$ cat src/hdl/ooo_ctrl_pkg.sv
`default_nettype none

package ooo_ctrl_pkg;

  // architectural register file
  localparam int NUM_REGS  = 32;
  localparam int REG_IDX_W = 5;

  // completion buffer geometry
  localparam int CB_DEPTH = 8;
  localparam int CB_IDX_W = 3;

  // pc and data word width
  localparam int XLEN = 32;

  // functional unit that an instruction is steered to
  typedef enum logic [1:0] {
    ALU_S,
    MUL_S,
    DIV_S,
    LOADSTORE_S
  } fu_type_t;

  // operand source select, the first two read the register file
  typedef enum logic [1:0] {
    SRC_RS,
    SRC_RS_IMM,
    SRC_PC,
    SRC_IMM
  } src_sel_t;

  // trap cause codes as held in the buffer and in mcause
  typedef enum logic [3:0] {
    EXC_NONE,
    EXC_MAL_INSN,
    EXC_ILLEGAL,
    EXC_MAL_L,
    EXC_MAL_S,
    EXC_BREAK,
    EXC_ECALL,
    INTR_EXT
  } exc_cause_t;

  // machine register select on the config port
  typedef enum logic [1:0] {
    CSR_MTVEC,
    CSR_MIE,
    CSR_MEPC,
    CSR_MCAUSE
  } csr_addr_t;

endpackage

`default_nettype wire

$ cat src/hdl/register_scoreboard.sv
`timescale 1ns/1ns
`default_nettype none

module register_scoreboard
  import ooo_ctrl_pkg::*;
(
  input  logic                 CLK,
  input  logic                 rst,
  // accepted dispatch from decode
  input  logic                 dispatch_ok,
  input  logic                 wen,
  input  logic [REG_IDX_W-1:0] rs1,
  input  logic [REG_IDX_W-1:0] rs2,
  input  logic [REG_IDX_W-1:0] rd,
  // writeback side
  input  logic                 wb_wen,
  input  logic [REG_IDX_W-1:0] wb_rd,
  // lookups for the hazard unit
  output logic                 rs1_busy,
  output logic                 rs2_busy,
  output logic                 rd_busy
);

  // one pending-write bit per architectural register
  logic [NUM_REGS-1:0] busy;
  logic                set_en;
  logic                clr_en;

  // x0 is hardwired, so it never becomes busy
  assign set_en = dispatch_ok && wen && (rd != '0);
  assign clr_en = wb_wen && (wb_rd != '0);

  always_ff @(posedge CLK) begin
    if (rst) begin
      busy <= '0;
    end else begin
      // clear first so that a same-edge set of the same register wins
      if (clr_en) begin
        busy[wb_rd] <= 1'b0;
      end
      if (set_en) begin
        busy[rd] <= 1'b1;
      end
    end
  end

  // combinational lookup of the decoding instruction's operands
  // register 0 reads idle regardless of the vector
  assign rs1_busy = (rs1 != '0) && busy[rs1];
  assign rs2_busy = (rs2 != '0) && busy[rs2];
  assign rd_busy  = (rd != '0) && busy[rd];

endmodule

`default_nettype wire

$ cat src/hdl/completion_buffer.sv
`timescale 1ns/1ns
`default_nettype none

module completion_buffer
  import ooo_ctrl_pkg::*;
(
  input  logic                CLK,
  input  logic                rst,
  // allocation in program order
  input  logic                dispatch_ok,
  input  logic [XLEN-1:0]     pc_de,
  // completion in any order
  input  logic                wb_valid,
  input  logic [CB_IDX_W-1:0] wb_cb_idx,
  input  exc_cause_t          wb_exc,
  // status and retirement
  output logic [CB_IDX_W-1:0] dispatch_cb_idx,
  output logic                rob_full,
  output logic                rob_empty,
  output logic                retire_valid,
  output logic [XLEN-1:0]     retire_pc,
  output logic                cb_flush,
  output logic [XLEN-1:0]     cb_epc,
  output exc_cause_t          cb_cause
);

  // per-entry control bits
  logic [CB_DEPTH-1:0] valid;
  logic [CB_DEPTH-1:0] done;
  // per-entry payload
  logic [XLEN-1:0]     entry_pc    [CB_DEPTH];
  exc_cause_t          entry_cause [CB_DEPTH];

  logic [CB_IDX_W-1:0] head;
  logic [CB_IDX_W-1:0] tail;
  logic [CB_IDX_W:0]   count;

  logic alloc;
  logic wb_hit;
  logic head_done;

  assign rob_full  = (count == (CB_IDX_W+1)'(CB_DEPTH));
  assign rob_empty = (count == '0);

  // the hazard unit already holds dispatch on full, guard anyway
  assign alloc  = dispatch_ok && !rob_full;
  // ignore writebacks that target an entry dropped by a flush
  assign wb_hit = wb_valid && valid[wb_cb_idx];

  assign dispatch_cb_idx = tail;

  // head is finished, either retires cleanly or traps
  assign head_done    = valid[head] && done[head];
  assign retire_valid = head_done && (entry_cause[head] == EXC_NONE);
  assign cb_flush     = head_done && (entry_cause[head] != EXC_NONE);
  assign retire_pc    = entry_pc[head];
  assign cb_epc       = entry_pc[head];
  assign cb_cause     = entry_cause[head];

  // control state: pointers, count, valid and done
  always_ff @(posedge CLK) begin
    if (rst) begin
      valid <= '0;
      done  <= '0;
      head  <= '0;
      tail  <= '0;
      count <= '0;
    end else if (cb_flush) begin
      // trap at the head drops everything in flight
      // a dispatch in this cycle is flushed by the front end too
      valid <= '0;
      done  <= '0;
      head  <= '0;
      tail  <= '0;
      count <= '0;
    end else begin
      if (wb_hit) begin
        done[wb_cb_idx] <= 1'b1;
      end
      if (retire_valid) begin
        valid[head] <= 1'b0;
        done[head]  <= 1'b0;
        head        <= head + 1'b1;
      end
      if (alloc) begin
        valid[tail] <= 1'b1;
        done[tail]  <= 1'b0;
        tail        <= tail + 1'b1;
      end
      // at most one in and one out per cycle
      count <= count + (CB_IDX_W+1)'(alloc) - (CB_IDX_W+1)'(retire_valid);
    end
  end

  // payload writes, qualified by the control above
  always_ff @(posedge CLK) begin
    if (alloc && !cb_flush) begin
      entry_pc[tail]    <= pc_de;
      entry_cause[tail] <= EXC_NONE;
    end
    if (wb_hit) begin
      entry_cause[wb_cb_idx] <= wb_exc;
    end
  end

endmodule

`default_nettype wire

$ cat src/hdl/ooo_hazard_unit.sv
`timescale 1ns/1ns
`default_nettype none

module ooo_hazard_unit
  import ooo_ctrl_pkg::*;
(
  // memory and unit levels
  input  logic     ihit,
  input  logic     i_mem_busy,
  input  logic     busy_du,
  input  logic     busy_ls,
  input  logic     wb_port_conflict,
  // decoding instruction
  input  logic     dispatch,
  input  fu_type_t fu_type,
  input  src_sel_t source_a_sel,
  input  src_sel_t source_b_sel,
  input  logic     wen,
  input  logic     csr,
  // execute redirect
  input  logic     mispredict,
  // scoreboard lookups
  input  logic     rs1_busy,
  input  logic     rs2_busy,
  input  logic     rd_busy,
  // completion buffer state
  input  logic     rob_full,
  input  logic     rob_empty,
  input  logic     cb_flush,
  // privilege side
  input  logic     ext_intr,
  input  logic     mie,
  input  logic     insert_priv_pc,
  // strobes and levels to the pipeline
  output logic     dispatch_ok,
  output logic     pc_en,
  output logic     stall_fetch_decode,
  output logic     npc_sel,
  output logic     fetch_decode_flush,
  output logic     decode_execute_flush,
  output logic     execute_commit_flush,
  output logic     intr,
  output logic     intr_taken
);

  logic rs1_hazard;
  logic rs2_hazard;
  logic rd_hazard;
  logic data_hazard;
  logic structural_hazard;
  logic store;
  logic store_hazard;
  logic stall_ex;
  logic update_pc_wait_ihit;

  // operand a only matters when it actually reads the register file
  always_comb begin
    case (source_a_sel)
      SRC_RS, SRC_RS_IMM: rs1_hazard = rs1_busy;
      default:            rs1_hazard = 1'b0;
    endcase
  end

  // same for operand b
  always_comb begin
    case (source_b_sel)
      SRC_RS, SRC_RS_IMM: rs2_hazard = rs2_busy;
      default:            rs2_hazard = 1'b0;
    endcase
  end

  // waw on a pending destination
  assign rd_hazard   = rd_busy & wen;
  assign data_hazard = rs1_hazard | rs2_hazard | rd_hazard;

  // busy divider or load/store unit, or a shared writeback port
  assign structural_hazard = ((fu_type == DIV_S) && busy_du) ||
                             ((fu_type == LOADSTORE_S) && busy_ls) ||
                             wb_port_conflict;

  // stores wait until everything older has retired
  assign store        = (fu_type == LOADSTORE_S) && (source_a_sel == SRC_RS_IMM);
  assign store_hazard = store && !rob_empty;

  // redirect is taken straight from execute
  assign npc_sel = mispredict;

  // hold the front end while a redirect waits for the icache
  assign update_pc_wait_ihit = (npc_sel | csr | insert_priv_pc | intr_taken) & ~ihit;
  assign stall_ex            = rob_full | update_pc_wait_ihit;

  // interrupt request, held off by a trap already at the head
  assign intr       = ext_intr & mie & ~cb_flush;
  // taken once the buffer has drained
  assign intr_taken = intr & rob_empty;

  assign stall_fetch_decode = intr | csr | stall_ex | data_hazard |
                              structural_hazard | store_hazard;

  assign pc_en       = ~(i_mem_busy | stall_fetch_decode);
  assign dispatch_ok = dispatch & ~stall_fetch_decode;

  // flushes
  assign fetch_decode_flush   = npc_sel | insert_priv_pc | csr | cb_flush;
  // only once the new fetch is back
  assign decode_execute_flush = (npc_sel | insert_priv_pc | cb_flush) & ihit;
  assign execute_commit_flush = csr | cb_flush;

endmodule

`default_nettype wire

$ cat src/hdl/priv_csr_regs.sv
`timescale 1ns/1ns
`default_nettype none

module priv_csr_regs
  import ooo_ctrl_pkg::*;
(
  input  logic            CLK,
  input  logic            rst,
  // config port
  input  logic            cfg_wen,
  input  csr_addr_t       cfg_addr,
  input  logic [XLEN-1:0] cfg_wdata,
  // hardware capture on trap entry
  input  logic            capture,
  input  logic [XLEN-1:0] capture_pc,
  input  exc_cause_t      capture_cause,
  input  logic            mie_clear,
  output logic [XLEN-1:0] cfg_rdata,
  output logic [XLEN-1:0] mtvec,
  output logic            mie
);

  logic [XLEN-1:0] mepc;
  exc_cause_t      mcause;

  always_ff @(posedge CLK) begin
    if (rst) begin
      mtvec  <= '0;
      mie    <= 1'b0;
      mepc   <= '0;
      mcause <= EXC_NONE;
    end else begin
      // software writes, mepc and mcause are read only here
      if (cfg_wen && (cfg_addr == CSR_MTVEC)) begin
        mtvec <= cfg_wdata;
      end
      if (cfg_wen && (cfg_addr == CSR_MIE)) begin
        mie <= cfg_wdata[0];
      end
      // trap entry masks further interrupts, wins over a write
      if (mie_clear) begin
        mie <= 1'b0;
      end
      if (capture) begin
        mepc   <= capture_pc;
        mcause <= capture_cause;
      end
    end
  end

  // read mux, narrow registers are zero extended
  always_comb begin
    case (cfg_addr)
      CSR_MTVEC: cfg_rdata = mtvec;
      CSR_MIE:   cfg_rdata = {{(XLEN-1){1'b0}}, mie};
      CSR_MEPC:  cfg_rdata = mepc;
      default:   cfg_rdata = {{(XLEN-4){1'b0}}, mcause};
    endcase
  end

endmodule

`default_nettype wire

$ cat src/hdl/priv_exception_unit.sv
`timescale 1ns/1ns
`default_nettype none

module priv_exception_unit
  import ooo_ctrl_pkg::*;
(
  input  logic            CLK,
  input  logic            rst,
  // trap at the head of the completion buffer
  input  logic            cb_flush,
  input  logic [XLEN-1:0] cb_epc,
  input  exc_cause_t      cb_cause,
  // interrupt accepted by the hazard unit
  input  logic            intr_taken,
  input  logic [XLEN-1:0] pc_de,
  // trap vector
  input  logic [XLEN-1:0] mtvec,
  // capture strobes to the machine registers
  output logic            capture,
  output logic [XLEN-1:0] capture_pc,
  output exc_cause_t      capture_cause,
  output logic            mie_clear,
  // redirect to the handler
  output logic            insert_priv_pc,
  output logic [XLEN-1:0] priv_pc
);

  logic trap;

  // either source enters the handler
  assign trap = cb_flush | intr_taken;

  // a synchronous exception has precedence over the interrupt
  // the hazard unit already masks intr during cb_flush
  always_comb begin
    if (cb_flush) begin
      capture_pc    = cb_epc;
      capture_cause = cb_cause;
    end else begin
      // interrupt resumes at the instruction held in decode
      capture_pc    = pc_de;
      capture_cause = INTR_EXT;
    end
  end

  assign capture   = trap;
  assign mie_clear = trap;

  // one-cycle redirect pulse in the cycle after trap entry
  // mie is cleared at the same edge, so no retrigger
  always_ff @(posedge CLK) begin
    if (rst) begin
      insert_priv_pc <= 1'b0;
    end else begin
      insert_priv_pc <= trap;
    end
  end

  // handler entry is the trap vector, direct mode only
  assign priv_pc = mtvec;

endmodule

`default_nettype wire

$ cat src/hdl/ooo_control_top.sv
`timescale 1ns/1ns
`default_nettype none

module ooo_control_top
  import ooo_ctrl_pkg::*;
(
  input  logic                 CLK,
  input  logic                 rst,
  // decode
  input  logic                 dispatch,
  input  fu_type_t             fu_type,
  input  src_sel_t             source_a_sel,
  input  src_sel_t             source_b_sel,
  input  logic [REG_IDX_W-1:0] rs1,
  input  logic [REG_IDX_W-1:0] rs2,
  input  logic [REG_IDX_W-1:0] rd,
  input  logic                 wen,
  input  logic [XLEN-1:0]      pc_de,
  input  logic                 csr,
  // execute, resolved_pc goes to the fetch mux in the datapath
  input  logic                 mispredict,
  input  logic [XLEN-1:0]      resolved_pc,
  // memory and unit levels
  input  logic                 ihit,
  input  logic                 i_mem_busy,
  input  logic                 busy_du,
  input  logic                 busy_ls,
  input  logic                 wb_port_conflict,
  // writeback
  input  logic                 wb_valid,
  input  logic [CB_IDX_W-1:0]  wb_cb_idx,
  input  logic [REG_IDX_W-1:0] wb_rd,
  input  logic                 wb_wen,
  input  exc_cause_t           wb_exc,
  input  logic                 ext_intr,
  // config port
  input  logic                 cfg_wen,
  input  csr_addr_t            cfg_addr,
  input  logic [XLEN-1:0]      cfg_wdata,
  // pipeline control
  output logic                 pc_en,
  output logic                 stall_fetch_decode,
  output logic                 fetch_decode_flush,
  output logic                 decode_execute_flush,
  output logic                 execute_commit_flush,
  output logic                 npc_sel,
  output logic                 insert_priv_pc,
  output logic [XLEN-1:0]      priv_pc,
  // commit side
  output logic [CB_IDX_W-1:0]  dispatch_cb_idx,
  output logic                 retire_valid,
  output logic [XLEN-1:0]      retire_pc,
  output logic                 rob_full,
  output logic                 rob_empty,
  output logic [XLEN-1:0]      cfg_rdata
);

  logic            dispatch_ok;
  logic            rs1_busy;
  logic            rs2_busy;
  logic            rd_busy;
  logic            cb_flush;
  logic [XLEN-1:0] cb_epc;
  exc_cause_t      cb_cause;
  logic            intr_taken;
  logic [XLEN-1:0] mtvec;
  logic            mie;
  logic            capture;
  logic [XLEN-1:0] capture_pc;
  exc_cause_t      capture_cause;
  logic            mie_clear;

  register_scoreboard u_scoreboard (
    .CLK        (CLK),
    .rst        (rst),
    .dispatch_ok(dispatch_ok),
    .wen        (wen),
    .rs1        (rs1),
    .rs2        (rs2),
    .rd         (rd),
    .wb_wen     (wb_wen),
    .wb_rd      (wb_rd),
    .rs1_busy   (rs1_busy),
    .rs2_busy   (rs2_busy),
    .rd_busy    (rd_busy)
  );

  completion_buffer u_cb (
    .CLK            (CLK),
    .rst            (rst),
    .dispatch_ok    (dispatch_ok),
    .pc_de          (pc_de),
    .wb_valid       (wb_valid),
    .wb_cb_idx      (wb_cb_idx),
    .wb_exc         (wb_exc),
    .dispatch_cb_idx(dispatch_cb_idx),
    .rob_full       (rob_full),
    .rob_empty      (rob_empty),
    .retire_valid   (retire_valid),
    .retire_pc      (retire_pc),
    .cb_flush       (cb_flush),
    .cb_epc         (cb_epc),
    .cb_cause       (cb_cause)
  );

  // intr itself stays inside the hazard unit
  ooo_hazard_unit u_hazard (
    .ihit                (ihit),
    .i_mem_busy          (i_mem_busy),
    .busy_du             (busy_du),
    .busy_ls             (busy_ls),
    .wb_port_conflict    (wb_port_conflict),
    .dispatch            (dispatch),
    .fu_type             (fu_type),
    .source_a_sel        (source_a_sel),
    .source_b_sel        (source_b_sel),
    .wen                 (wen),
    .csr                 (csr),
    .mispredict          (mispredict),
    .rs1_busy            (rs1_busy),
    .rs2_busy            (rs2_busy),
    .rd_busy             (rd_busy),
    .rob_full            (rob_full),
    .rob_empty           (rob_empty),
    .cb_flush            (cb_flush),
    .ext_intr            (ext_intr),
    .mie                 (mie),
    .insert_priv_pc      (insert_priv_pc),
    .dispatch_ok         (dispatch_ok),
    .pc_en               (pc_en),
    .stall_fetch_decode  (stall_fetch_decode),
    .npc_sel             (npc_sel),
    .fetch_decode_flush  (fetch_decode_flush),
    .decode_execute_flush(decode_execute_flush),
    .execute_commit_flush(execute_commit_flush),
    .intr                (),
    .intr_taken          (intr_taken)
  );

  priv_csr_regs u_csr (
    .CLK          (CLK),
    .rst          (rst),
    .cfg_wen      (cfg_wen),
    .cfg_addr     (cfg_addr),
    .cfg_wdata    (cfg_wdata),
    .capture      (capture),
    .capture_pc   (capture_pc),
    .capture_cause(capture_cause),
    .mie_clear    (mie_clear),
    .cfg_rdata    (cfg_rdata),
    .mtvec        (mtvec),
    .mie          (mie)
  );

  priv_exception_unit u_exc (
    .CLK           (CLK),
    .rst           (rst),
    .cb_flush      (cb_flush),
    .cb_epc        (cb_epc),
    .cb_cause      (cb_cause),
    .intr_taken    (intr_taken),
    .pc_de         (pc_de),
    .mtvec         (mtvec),
    .capture       (capture),
    .capture_pc    (capture_pc),
    .capture_cause (capture_cause),
    .mie_clear     (mie_clear),
    .insert_priv_pc(insert_priv_pc),
    .priv_pc       (priv_pc)
  );

endmodule

`default_nettype wire

$ cat config.mk
export PLATFORM = sky130hd
export DESIGN_NAME = ooo_control_top
export DESIGN_NICKNAME = d
export VERILOG_FILES = /design/src/hdl/ooo_ctrl_pkg.sv /design/src/hdl/register_scoreboard.sv /design/src/hdl/completion_buffer.sv /design/src/hdl/ooo_hazard_unit.sv /design/src/hdl/priv_csr_regs.sv /design/src/hdl/priv_exception_unit.sv /design/src/hdl/ooo_control_top.sv
export SDC_FILE = /design/constraint.sdc
export NUM_CORES = 1
export LEC_CHECK = 0
export BUFFER_PORTS_ARGS = -buffer_cell sky130_fd_sc_hd__buf_2
export CORE_ASPECT_RATIO = 1.2
export CORE_UTILIZATION = 55
export CTS_BUF_LIST = sky130_fd_sc_hd__clkbuf_4 sky130_fd_sc_hd__clkbuf_8
export CTS_CLUSTER_SIZE = 8
export DETAILED_ROUTE_END_ITERATION = 8
export PLACE_DENSITY = 0.85
export SLEW_MARGIN = 20
export SYNTH_ARGS = -nofsm -noshare
export SYNTH_HDL_FRONTEND = slang
export SYNTH_HIERARCHICAL = 1
export SYNTH_SLANG_ARGS = --single-unit
$ cat constraint.sdc
create_clock -name CLK -period 12.3 [get_ports CLK]
set_clock_uncertainty 0.1 [all_clocks]
set_input_delay 1.23 -clock CLK [delete_from_list [all_inputs] [get_ports CLK]]
set_output_delay 1.23 -clock CLK [all_outputs]
set_load 0.03 [all_outputs]
======== Word level (Yosys, flattened, before mapping) ========
Memory sizes are Yosys's and may differ from the RTL's. A register that Yosys moved wholly into a read port is not among the register bits.
Index checks and enable logic that the tools add are counted.
word-level totals
  RAM bits ................................ 288
  bits in registers ....................... 128
  output and inout bits ................... 109
  memories kept ........................... 2
  input port bits ......................... 146
operators by class
  eq/ne operators ......................... 7
  mux-type cells .......................... 49
  $lt $le $gt $ge ......................... 12
  $add $sub $neg .......................... 4
  reduce and logical (&&, ||, !) cells .... 42
  bitwise gates (word level) .............. 39
memories
  name              words  bits a word  read ports  clocked after Yosys merged registers in  wr ports  line                     source
  u_cb.entry_pc     8      32           1           1                                        1         completion_buffer.sv:31  logic [XLEN-1:0] entry_pc [CB_DEPTH];
  u_cb.entry_cause  8      4            1           1                                        2         completion_buffer.sv:32  exc_cause_t entry_cause [CB_DEPTH];
operator list
  cell                number
  $mux 32             4
  $pmux 32 s3         1
  $mux 8              11
  $and 32x32->32      1
  $not 32->32         1
  $or 32x32->32       1
  $and 8x8->8         3
  $lt 5x6->1 const B  4
  $logic_and 1x1->1   23
  $reduce_bool 5->1   4
  $or 1x1->1          18
  $mux 1              17
  $not 8->8           2
  $or 8x8->8          2
  $bmux 1 s5          3
  $lt 3x4->1 const B  3
  $mux 3              4
  $demux 1 s5         2
  $ge 5x1->1 const B  2
  $bmux 1 s3          3
  $demux 1 s3         3
  $ge 3x1->1 const B  3
  $logic_not 4->1     2
  $reduce_or 2->1     4
  13 further kinds    32

======== Logic depth before layout (Yosys ltp) ========
  depth in word-level cells ............... 20
  gate-level depth with buffers ........... 20

======== By module ========
The synthesis kept the hierarchy.
modules (own cells, without submodules)
  module               seq. area each (um^2)  instances  area each (um^2)  cells each
  completion_buffer    9228.9                 1          12924.9           671
  priv_csr_regs        1381.3                 1          3316.9            335
  register_scoreboard  640.6                  1          2088.3            233
  priv_exception_unit  20.0                   1          760.7             76
  ooo_hazard_unit      0.0                    1          140.1             23

======== Least setup slack after synthesis ========
No wires, ideal clock.
  kind .................................... input-to-reg
  from .................................... input rs2[0]
  to ...................................... memory u_cb/entry_cause[4][0] in the netlist's numbering (enable)
  cell stages on the path ................. 14
  setup time .............................. 0.310 ns
  slack ................................... 6.211 ns
  buffers on the path ..................... 2
  arrival time ............................ 5.679 ns
  cells stage by stage .................... buf_2 mux4_2 mux4_2 mux2_2 nand2b_1 nand4_1 nor3_1 nor2b_1 clkbuf_1 inv_2 nor2_1 nand3b_1 nor2_1 or2_1
RTL lines
  what                line                     source
  start: declaration  ooo_control_top.sv:15    input logic [REG_IDX_W-1:0] rs2,
  end: declaration    completion_buffer.sv:32

==> metrics.cfg <==
[floorplanning]
die_x_um = 173
io-pin-count = 255
rows = 74
start_util_pct = 56.1
dieArea_mm2 = 0.0357
die_h_um = 207
core_mm2 = 0.0343

[grt]
overflow = 0
grt_max_degree = 102
grt_pass1_wl_um = 67400
gr-usage-all-layers_pct = 24.9
grt_pass1_vias = 11900
grt_antenna_before_repair = 4

[pwr]
ir_drop_mv = 0.0680
leakage_nw = 7.53
p_per_area_mw_per_mm2 = 133

[drt]
viasPerCell = 5.87
drc_errors = 0
drt_wl_total_um = 44500
drt-pass1-iter-count = 5
routed-via-count = 11800
drt-initial-drc-count = 1015
drt.antenna.violating_nets = 0
wl_per_cell_um = 22.1

[clocking]
cts-htree-levels = 3
cts_tree = built
clkTransAtPathRegs_ns = 0.06
clockRootBuffer = clkbuf_8
cts_resized = 0
cts_buffers = 67
clockBufferDepth = 3
cts.sinks = 419
clk_latency_ns = 0.59
postCtsHoldBufs = 0
cts_setup_buffers = 0

[sta]
setup_violations = 0
relSlewSlack_pct = 32.6
clock.fmax_ghz = 0.157
fin_ws_ns = 5.94
finalCriticalPeriod_ns = 6.36
worst_pin_slew_ns = 1.01
rsz0062_at_grt = false
tns_ns = 0
hold_viol = 0
report.final.slew_viol_count = 0
period_share_pct = 51.7

[cells_and_area]
nets = 1655
layout_common_cells = 288 x edfxtp_1, 220 x buf_2, 128 x dfxtp_1
layout_commonest_cell = edfxtp_1
area_delta_synth_final_pct = 12.1
postLayoutCoreUtil_pct = 62.9
drive_gt1_share_pct = 36.3

[yosys]
ys_ff_latch = 419
syn_nets = 1493
synth_flop_cell = edfxtp_1
synthCells = 1338
synth_top_area_share_pct = 45.0
synth_area_leaders = edfxtp_1 45%, dfxtp_1 14%, mux4_2 11%, mux2i_1 5.7%, mux2_2 3.6%
netlist_area_mm2 = 0.0192
synth_top_area_cell = edfxtp_1
avgSynthCellArea_um2 = 14.4
synth.distinct_cells = 67
synth-seq-area-share_pct = 58.6
synth_edf_count = 288
yosysWarnings = 6
async_flop_share_pct = 0

[critical_path]
worst_ep_arrival_time_ns = 5.03
reg2regPathDepth = 14
path_class = reg -> out
setup.worst_path.end_class = primary output
crit_required_ns = 10.97
r2r_end = u_cb/entry_cause[4][0]$_SDFFCE_PN0P_
regToRegSetupSlack_ns = 6.16
start_kind = register
critical_path_peak_fanout = 50
cp-endpoint = fetch_decode_flush

[placed_design]
place_ws_ns = 6.05
dp_hpwl_um = 27900
place_congestion = 0.919
numPortBuffers = 221

[outcome]
outcome = finished, final reports clean

[job]
drv_cap = 0

[hold_path]
min_path_type = reg -> reg
hold_depth = 1

## metal layers
metal	vias up	share of wire (%)	GRT usage [%]
met1	5908	39	30.8
met2	542	51	44.1
met5	-	0.027	0
li1	5284	-	-
met3	69	7.3	4.58
met4	2	1.9	8.60
## metrics by stage
stage               cells  hold slack (ns)  total power, mW  instance area, µm²
finish               2012            0.369             2.86               21500
global route         2012            0.393             2.96               21500
CTS                  2010            0.370             2.89               21500
detailed placement   1887            0.363             1.69               20200
global placement     1887            0.350             1.69               20200
floorplan            1338            0.333             1.64               19200
## cell families after synthesis
logic type,Yosys count,share of synthesized area (%)
buffers and inverters,154,5.13
AO/OA/AOI/OAI,123,4.16
flip-flops,419,58.6
AND/OR/NAND/NOR,347,9.62
XOR/XNOR,5,0.228
adder cells (fa/ha/maj),9,0.625
multiplexers,281,21.6
## final cells by class
class	instances	area [µm²]
Timing Repair Buffer	237	1230
Multi-Input combinational cell	765	7050
Fill cell	2493	12700
Clock buffer	113	1320
Clock inverter	10	66.3
Inverter	10	37.5
Antenna cell	2	5.00
Sequential cell	419	11300
Tap cell	456	571
## cell usage after synthesis (all sizes together) (4+ instances only)
cell type / n
and2: 31
nand2b: 76
a21oi: 40
or2: 11
mux2: 75
nand3: 15
nor2: 95
and3: 13
edfxtp: 288
buf: 111
nor2b: 18
inv: 10
nor3: 5
a31oi: 4
a211oi: 10
clkbuf: 33
nor3b: 7
a311oi: 8
dfxtp: 131
nand4: 4
nand3b: 7
mux4: 96
o21ai: 44
mux2i: 110
or3: 4
ha: 8
nand2: 50
## worst max-delay path, stage by stage, from the launching register on
cell and delay, ns:
dfxtp_4 0.79, buf_4 0.74, mux4_2 0.60, mux2_2 0.30
nor4_2 0.50, a211oi_4 0.08, buf_4 0.46, or2_2 0.44
or3_1 0.30, buf_2 0.18
## worst min path at each step
stage	endpoint	slack [ns]	startpoint
floorplan	u_scoreboard/busy[0]$_SDFF_PP0_	0.33	u_scoreboard/busy[0]$_SDFF_PP0_
global placement	u_scoreboard/busy[0]$_SDFF_PP0_	0.35	u_scoreboard/busy[0]$_SDFF_PP0_
detailed placement	u_scoreboard/busy[0]$_SDFF_PP0_	0.36	u_scoreboard/busy[0]$_SDFF_PP0_
CTS	u_scoreboard/busy[0]$_SDFF_PP0_	0.37	u_scoreboard/busy[0]$_SDFF_PP0_
global route	u_scoreboard/busy[0]$_SDFF_PP0_	0.39	u_scoreboard/busy[0]$_SDFF_PP0_
finish	u_scoreboard/busy[0]$_SDFF_PP0_	0.37	u_scoreboard/busy[0]$_SDFF_PP0_
## report_power, final
part           total (mW)  switching, mW  internal, mW  leakage (nW)
registers            1.52        0.00631          1.51          3.64
logic               0.145         0.0920        0.0531          3.16
clock network        1.20          0.521         0.676         0.727
total                2.86          0.620          2.24          7.53
## sequential cells by signal (all words and copies together) (netlist names), named ones only
name / flops
u_csr/mtvec: 32
u_cb/entry_cause: 32
u_scoreboard/busy: 32
u_cb/dispatch_cb_idx: 3
u_csr/mepc: 32
u_csr/mie: 1
u_csr/mcause: 4
u_cb/done: 8
u_cb/count: 4
u_exc/insert_priv_pc: 1
u_cb/valid: 8
u_cb/entry_pc: 256
u_cb/head: 3
Note: power is estimated with default switching activity, not from simulation.
